==> src/hdl/exu_pkg.sv <==
package exu_pkg;

    localparam int XLEN       = 64;
    localparam int REG_IDX_W  = 5;
    localparam int CSR_ADDR_W = 12;
    localparam int SHAMT_W    = $clog2(XLEN);

    localparam int INTAKE_DEPTH = 4;
    localparam int RESULT_DEPTH = 4;
    localparam int INTAKE_PTR_W = $clog2(INTAKE_DEPTH);
    localparam int INTAKE_CNT_W = $clog2(INTAKE_DEPTH + 1);
    localparam int RESULT_PTR_W = $clog2(RESULT_DEPTH);
    localparam int RESULT_CNT_W = $clog2(RESULT_DEPTH + 1);   // also sized for the credit count

    localparam int ALU_SRC_W = 3;
    localparam logic [ALU_SRC_W-1:0] ALU_SRC_REG     = 3'd0;
    localparam logic [ALU_SRC_W-1:0] ALU_SRC_IMM     = 3'd1;
    localparam logic [ALU_SRC_W-1:0] ALU_SRC_FOUR_PC = 3'd2;
    localparam logic [ALU_SRC_W-1:0] ALU_SRC_IMM_PC  = 3'd3;
    localparam logic [ALU_SRC_W-1:0] ALU_SRC_CSRRS   = 3'd4;
    localparam logic [ALU_SRC_W-1:0] ALU_SRC_ECALL   = 3'd5;
    localparam logic [ALU_SRC_W-1:0] ALU_SRC_ZERO    = 3'd6;

    localparam int ALU_OP_W = 4;
    localparam logic [ALU_OP_W-1:0] ALU_ADD  = 4'd0;
    localparam logic [ALU_OP_W-1:0] ALU_SUB  = 4'd1;
    localparam logic [ALU_OP_W-1:0] ALU_AND  = 4'd2;
    localparam logic [ALU_OP_W-1:0] ALU_OR   = 4'd3;
    localparam logic [ALU_OP_W-1:0] ALU_XOR  = 4'd4;
    localparam logic [ALU_OP_W-1:0] ALU_SLL  = 4'd5;
    localparam logic [ALU_OP_W-1:0] ALU_SRL  = 4'd6;
    localparam logic [ALU_OP_W-1:0] ALU_SRA  = 4'd7;
    localparam logic [ALU_OP_W-1:0] ALU_SLT  = 4'd8;
    localparam logic [ALU_OP_W-1:0] ALU_SLTU = 4'd9;
    localparam logic [ALU_OP_W-1:0] ALU_CSR  = 4'd10;

    localparam logic [6:0] OPC_OP     = 7'b0110011;
    localparam logic [6:0] OPC_OP_IMM = 7'b0010011;
    localparam logic [6:0] OPC_AUIPC  = 7'b0010111;
    localparam logic [6:0] OPC_JAL    = 7'b1101111;
    localparam logic [6:0] OPC_SYSTEM = 7'b1110011;

    localparam logic [CSR_ADDR_W-1:0] CSR_MSTATUS = 12'd768;
    localparam logic [CSR_ADDR_W-1:0] CSR_MTVEC   = 12'd773;
    localparam logic [CSR_ADDR_W-1:0] CSR_MEPC    = 12'd833;
    localparam logic [CSR_ADDR_W-1:0] CSR_MCAUSE  = 12'd834;

    localparam logic [XLEN-1:0] CAUSE_ECALL = 64'd11;   // environment call from M mode

    // one instruction word, three field layouts
    typedef union packed {
        struct packed {
            logic [6:0]           funct7;
            logic [REG_IDX_W-1:0] rs2;
            logic [REG_IDX_W-1:0] rs1;
            logic [2:0]           funct3;
            logic [REG_IDX_W-1:0] rd;
            logic [6:0]           opcode;
        } r_fmt;
        struct packed {
            logic [11:0]          imm12;
            logic [REG_IDX_W-1:0] rs1;
            logic [2:0]           funct3;
            logic [REG_IDX_W-1:0] rd;
            logic [6:0]           opcode;
        } i_fmt;
        struct packed {
            logic [19:0]          imm20;
            logic [REG_IDX_W-1:0] rd;
            logic [6:0]           opcode;
        } u_fmt;
    } rv_instr_u;

endpackage

==> src/hdl/result_queue.sv <==
`timescale 1ns/100ps

module result_queue import exu_pkg::*; (
    input  logic                 clk,
    input  logic                 rst_n,
    input  logic                 push,
    input  logic [REG_IDX_W-1:0] push_rd,
    input  logic [XLEN-1:0]      push_data,
    input  logic [XLEN-1:0]      push_pc,
    output logic                 space,
    input  logic                 out_credit,
    output logic                 res_valid,
    output logic [REG_IDX_W-1:0] res_rd,
    output logic [XLEN-1:0]      res_data,
    output logic [XLEN-1:0]      res_pc
);

    logic [REG_IDX_W-1:0]    rd_mem   [RESULT_DEPTH];
    logic [XLEN-1:0]         data_mem [RESULT_DEPTH];
    logic [XLEN-1:0]         pc_mem   [RESULT_DEPTH];
    logic [RESULT_PTR_W-1:0] wr_ptr;
    logic [RESULT_PTR_W-1:0] rd_ptr;
    logic [RESULT_CNT_W-1:0] count;
    logic [RESULT_CNT_W-1:0] credits;   // downstream slots we may fill

    assign space     = (count != RESULT_CNT_W'(RESULT_DEPTH));
    assign res_valid = (count != '0) && (credits != '0);   // a send every valid cycle
    assign res_rd    = rd_mem[rd_ptr];
    assign res_data  = data_mem[rd_ptr];
    assign res_pc    = pc_mem[rd_ptr];

    always_ff @(posedge clk) begin
        if (push) begin
            rd_mem[wr_ptr]   <= push_rd;
            data_mem[wr_ptr] <= push_data;
            pc_mem[wr_ptr]   <= push_pc;
        end
    end

    always_ff @(posedge clk) begin
        if (!rst_n) begin
            wr_ptr  <= '0;
            rd_ptr  <= '0;
            count   <= '0;
            credits <= RESULT_CNT_W'(RESULT_DEPTH);
        end else begin
            if (push) begin
                wr_ptr <= wr_ptr + 1'b1;
            end
            if (res_valid) begin
                rd_ptr <= rd_ptr + 1'b1;
            end
            count   <= count + RESULT_CNT_W'(push) - RESULT_CNT_W'(res_valid);
            credits <= credits + RESULT_CNT_W'(out_credit) - RESULT_CNT_W'(res_valid);
        end
    end

endmodule

==> config.mk <==
export PLATFORM = sky130hd
export DESIGN_NAME = result_queue
export DESIGN_NICKNAME = d
export VERILOG_FILES = /design/src/hdl/exu_pkg.sv /design/src/hdl/result_queue.sv
export SDC_FILE = /design/constraint.sdc
export NUM_CORES = 1
export LEC_CHECK = 0
export ABC_AREA = 0
export BUFFER_PORTS_ARGS = -buffer_cell sky130_fd_sc_hd__buf_2
export CAP_MARGIN = 20
export CORE_ASPECT_RATIO = 1.75
export CORE_MARGIN = 4
export CORE_UTILIZATION = 60
export CTS_BUF_LIST = sky130_fd_sc_hd__clkbuf_8
export CTS_CLUSTER_DIAMETER = 50
export CTS_CLUSTER_SIZE = 8
export DETAILED_ROUTE_END_ITERATION = 16
export GPL_TIMING_DRIVEN = 1
export PLACE_DENSITY_LB_ADDON = 0.3
export SYNTH_ARGS = -nofsm -noshare
export SYNTH_HDL_FRONTEND = slang
export SYNTH_SLANG_ARGS = --single-unit
==> constraint.sdc <==
create_clock -name clk -period 12.01 [get_ports clk]
set_input_delay 1.201 -clock clk [delete_from_list [all_inputs] [get_ports clk]]
set_output_delay 1.201 -clock clk [all_outputs]
set_load 0.02 [all_outputs]
==> impl_metrics.json, run 1 <==
{
  "clockRootBuffer": "clkbuf_8",
  "ios": 272,
  "grt_pass1_wl_mm": 56.9,
  "fin_nets": 1230,
  "synth_seq_cells": 544,
  "viasPerCell": 5.89,
  "htree_num_levels": 3,
  "ir_drop_uv": 138,
  "grt_usage": 0.210,
  "core_area_um2": 32300,
  "power_density_nw_per_um2": 207,
  "layout_min_cycle_time_ps": 4700,
  "fmax_mhz": 213,
  "critical_path.top_delay_family": "buffers and inverters",
  "avgSynthCellArea_um2": 26.1,
  "die_w_um": 145,
  "hold_buffers": 0,
  "slew_headroom": 0.276,
  "wl_mm": 36.9,
  "slowest_stage": "buf_4",
  "hold_viol": 0,
  "setup.worst_path.class": "register to primary output",
  "cp-end-kind": "primary output",
  "drt_iter0_drc": 469,
  "leakagePower_nw": 7.65,
  "drive_gt1_frac": 0.456,
  "synth_top_family_by_area": "multiplexers",
  "worstHoldStart": "rd_ptr[1]",
  "synthesis.nets": 901,
  "grt_antenna_before_repair": 10,
  "crit_required_ps": 10810,
  "synth_simple_gate_area_share": 0.00589,
  "start_util": 0.611,
  "grt_pass1_vias": 9837,
  "synth_adder_area_share": 0.00583,
  "hold-worst-slack_ps": 488,
  "detail-route-antenna-nets": 0,
  "worst_slew_pin_slew_ps": 1090,
  "vias": 8896,
  "arrival_ps": 3490,
  "cts_setup_buffers": 0,
  "nFillCells": 1911,
  "overflow": 0,
  "setup_viol": 0,
  "reg2reg_to": "data_mem[3][48]",
  "synth_area_um2": 19800,
  "synthMuxAreaShare": 0.152,
  "slew_viol_final": 0,
  "hpwl_mm": 22.4,
  "worst_clock_skew_ps": 18.3,
  "ys_seq_area_frac": 0.821,
  "rsz0062_at_grt": "false",
  "cp_common_cell": "buf_4",
  "reg2regPathDepth": 3,
  "hold_depth": 2,
  "port_buffers": 271,
  "numCtsBuffers": 77,
  "post-route-drc-count": 0,
  "cp_slowest_stage_delay_ps": 720,
  "die-area_um2": 36000,
  "synth_compound_area_frac": 0.00177,
  "std_cell_rows": 87,
  "cap_violations": 0,
  "syn_inst": 756,
  "path_clk_slew_ps": 60,
  "gp_congestion": 0.757,
  "fin_setup_tns_ps": 0,
  "insertion_delay_ps": 610,
  "syn_to_final_growth_pct": 15.0,
  "grt_start_max_net_pins": 74,
  "yosys.area_share.xor_xnor": 0.00222,
  "min_period_over_period": 0.391,
  "firstDrtPassIters": 4,
  "cts_num_sinks": 544,
  "status": "complete, no violations",
  "crit_fanout": 38,
  "ys.warnings.count": 0,
  "path_cells": "buf_4 -> buf_4 -> mux4_2 -> buf_2",
  "hold_path_class": "register to register",
  "synth_cell_types": 22,
  "cts_resized": 0,
  "crit_path_start_kind": "register",
  "r2r-start": "wr_ptr[0]",
  "clk_path_buf_depth": 3,
  "cts_tree": "built",
  "dieHeight_um": 248,
  "rrSetupSlack_ps": 9280,
  "cp_num_buf_inv": 3,
  "wire_per_inst_um": 24.4
}
==> Yosys cell counts <==
master    number  area [um2]
xnor2_1        4        35.0
edfxtp_1     532       16000
nand2_1        4        15.0
ha_1           6        75.1
inv_1          6        22.5
and2_1         7        43.8
buf_6          9         101
dfxtp_1       12         240
nor3_1         3        15.0
o21ai_0        1        5.00
o31ai_1        1        7.51
nor2_1         6        22.5
mux2i_1        1        10.0
xor2_1         1        8.76
mux4_2       133        3000
or4_1          1        7.51
clkbuf_1       6        22.5
a21o_1         1        7.51
a21oi_1        3        15.0
or3_1          2        12.5
fa_1           2        40.0
buf_2         15        75.1
==> flip-flops by register name, indices dropped and copies added (netlist names), named ones only <==
name      flops
data_mem    256
rd_ptr        2
pc_mem      256
credits       3
wr_ptr        2
rd_mem       20
count         3
==> worst max-delay path by stage <==
stage | startpoint | end | slack, ps | depth (start not counted)
finish | register | res_data[48] | 7310 | 4
global placement | register | res_pc[15] | 7780 | 4
CTS | register | res_data[48] | 7110 | 4
detailed placement | register | res_pc[15] | 7790 | 4
global route | register | res_data[15] | 6900 | 4
floorplan | push | data_mem[0][0] | 7260 | 1
==> final cells by class <==
cell class / instances / area [um2] / share of cell area
Tap cell: 400 / 500 / 0.0220
Antenna cell: 7 / 17.5 / 0.000771
Inverter: 6 / 22.5 / 0.000991
Clock buffer: 81 / 1110 / 0.0491
Timing Repair Buffer: 280 / 1440 / 0.0635
Multi-Input combinational cell: 176 / 3330 / 0.146
Clock inverter: 16 / 73.8 / 0.00325
Sequential cell: 544 / 16200 / 0.714
==> cells by family after synthesis <==
logic type	after synthesis
buffers and inverters	36
AO/OA/AOI/OAI	6
multiplexers	134
adder cells (fa/ha/maj)	8
flip-flops	544
XOR/XNOR	5
AND/OR/NAND/NOR	23
==> worst register-to-register path, delay by kind of cell, from the launching register on <==
family	cells	cell delay (ps)
buf+inv	1	950
simple gates	1	740
flops	1	400
fa+ha+maj	1	170
==> stage by stage <==
step	worst slack, ps	cells	util	instance area [um2]	power [mW]
2_1_floorplan	7260	756	-	19800	3.21
3_3_place_gp	7780	1405	0.665	21500	3.56
3_5_place_dp	7790	1405	0.665	21500	3.57
4_1_cts	7110	1502	0.701	22700	4.78
5_1_grt	6900	1510	0.703	22700	4.94
6_report	7310	1510	0.703	22700	4.71
==> cell usage in the layout, fill, tap and decap left out <==
master        n
o31ai_1       1
buf_16        1
inv_6         2
buf_2       271
xnor2_1       4
clkbuf_8     81
clkinvlp_4    1
a21oi_1       3
dfxtp_4       2
or4_1         1
mux4_2      133
nor2_1        6
dfxtp_1      10
inv_1        19
diode_2       7
edfxtp_1    532
xor2_1        1
o21ai_0       1
buf_4         8
mux2i_1       1
or3_1         2
nand2_1       4
and2_1        3
a21o_1        1
nor3_1        3
and2_4        4
fa_1          2
ha_1          6
==> where the power goes <==
group	switching [mW]	total, mW	leakage (nW)	internal, mW
sequential	0.0765	2.27	4.99	2.20
combinational	0.695	1.23	2.00	0.539
clock	0.598	1.20	0.661	0.604
==> routing by layer <==
| metal | up-vias | share of wire | track usage |
|---|---|---|---|
| met5 | - | 0.00092 | 0 |
| met4 | 6 | 0.045 | 0.103 |
| met3 | 87 | 0.066 | 0.0590 |
| met2 | 324 | 0.54 | 0.360 |
| met1 | 4596 | 0.35 | 0.250 |
| li1 | 3883 | - | - |
Note: power is estimated with default switching activity, not from simulation.
==> inputs of run 2 (changes only) <==
--- a/config.mk
+++ b/config.mk
@@ -10,7 +10,7 @@
 export CAP_MARGIN = 20
 export CORE_ASPECT_RATIO = 1.75
 export CORE_MARGIN = 4
-export CORE_UTILIZATION = 60
+export CORE_UTILIZATION = 54
 export CTS_BUF_LIST = sky130_fd_sc_hd__clkbuf_8
 export CTS_CLUSTER_DIAMETER = 50
 export CTS_CLUSTER_SIZE = 8
==> constraint.sdc (replaced) <==
create_clock -name clk -period 3.8 [get_ports clk]
set_input_delay 0.38 -clock clk [delete_from_list [all_inputs] [get_ports clk]]
set_output_delay 0.38 -clock clk [all_outputs]
set_load 0.02 [all_outputs]
==> impl_metrics.json, run 2 (synthesized netlist as in run 1, its figures left out) <==
{
  "cts_num_sinks": 544,
  "cts_resized": 0,
  "worst_slew_pin_slew_ps": 895,
  "hold_viol": 0,
  "path_cells": "buf_4 -> mux4_2 -> buf_2",
  "slew_viol_final": 0,
  "fin_nets": 1375,
  "post-route-drc-count": 0,
  "fmax_mhz": 342,
  "die_w_um": 153,
  "dieHeight_um": 261,
  "core_area_um2": 36000,
  "rsz0062_at_grt": "false",
  "drive_gt1_frac": 0.410,
  "setup.worst_path.class": "register to primary output",
  "power_density_nw_per_um2": 623,
  "layout_commonest_cell": "edfxtp_1",
  "cts_setup_buffers": 0,
  "drt_iter0_drc": 522,
  "crit_path_start_kind": "register",
  "slew_headroom": 0.403,
  "layout_common_cells": "edfxtp_1, buf_2, dlygate4sd3_1, mux4_2, clkbuf_8",
  "clk_path_buf_depth": 3,
  "wl_mm": 38.7,
  "clockRootBuffer": "clkbuf_8",
  "numCtsBuffers": 77,
  "fin_setup_tns_ps": 0,
  "ir_drop_uv": 513,
  "std_cell_rows": 92,
  "leakagePower_nw": 8.29,
  "grt_pass1_wl_mm": 60.3,
  "nFillCells": 2287,
  "final_cells": 1718,
  "grt_usage": 0.198,
  "reg_top3": "data_mem: 256 flops, pc_mem: 256 flops, rd_mem: 20 flops",
  "firstDrtPassIters": 5,
  "status": "complete, no violations",
  "arrival_ps": 2540,
  "grt_antenna_before_repair": 2,
  "hpwl_mm": 23.5,
  "hold_path_class": "input pin to register",
  "cp-end-kind": "primary output",
  "htree_num_levels": 3,
  "viasPerCell": 5.52,
  "path_clk_slew_ps": 60,
  "insertion_delay_ps": 600,
  "grt_start_max_net_pins": 76,
  "cts_tree": "built",
  "crit_fanout": 33,
  "port_buffers": 271,
  "setup_viol": 0,
  "crit_required_ps": 3420,
  "layout_min_cycle_time_ps": 2920,
  "critical_path.top_delay_family": "flip-flops",
  "syn_to_final_growth_pct": 23.1,
  "wire_per_inst_um": 22.5,
  "min_period_over_period": 0.769,
  "slowest_stage": "dfxtp_4",
  "start_util": 0.548,
  "grt_pass1_vias": 10600,
  "place_inst": 1487,
  "cap_violations": 0,
  "worst_clock_skew_ps": 10.1,
  "cp_num_buf_inv": 2,
  "gp_congestion": 0.751,
  "overflow": 0,
  "die-area_um2": 39800,
  "cp_slowest_stage_delay_ps": 850,
  "ios": 272,
  "vias": 9491,
  "detail-route-antenna-nets": 0
}
==> run 2: final cells by class <==
class	count	area, um2	area share
sequential	544	16200	0.667
multi-input combinational	176	3330	0.137
timing repair buffer	425	2990	0.123
clock buffer	81	1110	0.0458
tap	470	588	0.0242
clock inverter	14	52.6	0.00216
inverter	6	22.5	0.000926
antenna	2	5.00	0.000206
==> run 2: worst register-to-register path, stage by stage (launching register included) <==
cell	delay, ps
dfxtp_1	350
nor3_1	610
nor3_1	160
a21o_1	200
ha_1	170
inv_1	70
fa_1	180
xor2_1	180
xnor2_1	150
nand2_1	70
==> run 2: worst paths after layout <==
check | start | endpoint | slack [ps] | depth (start not counted)
worst max-delay path | register | res_pc[27] | 880 | 3
worst min-delay path | out_credit | credits[0] | 120 | 3
worst max register to register | credits[1] | credits[2] | 1570 | 9
worst min register to register | rd_ptr[1] | register | 490 | 2
==> run 2: per-stage QoR <==
step | power, mW | instance area, um2 | hold slack (ps) | worst slack [ps] | utilization
after detailed placement | 11.5 | 21800 | 467 | 1420 | 0.605
after CTS | 15.4 | 24300 | 66.0 | 732 | 0.675
after floorplan | 10.1 | 19800 | 442 | 1180 | -
after global routing | 15.9 | 24300 | 108 | 680 | 0.675
after global placement | 11.4 | 21800 | 450 | 1450 | 0.605
final | 15.2 | 24300 | 116 | 879 | 0.675
==> run 2: report_power, final <==
part | internal, mW | total, mW | switching (mW) | leakage [nW]
Sequential | 6.93 | 7.19 | 0.255 | 4.99
Clock | 1.90 | 3.77 | 1.87 | 0.657
Combinational | 1.91 | 4.19 | 2.28 | 2.65
==> run 2: timing repair <==
item | in CTS | in global routing
endpoints found under the setup margin | 0 | 0
hold buffers | 134 | 0
hold endpoints to repair | 535 | 0
==> run 2: layer usage <==
metal  routed length [um]  global-route usage
met1                13500               0.225
met2                21500               0.356
met3                 2370              0.0486
met4                 1370              0.0874
met5                    7                   0
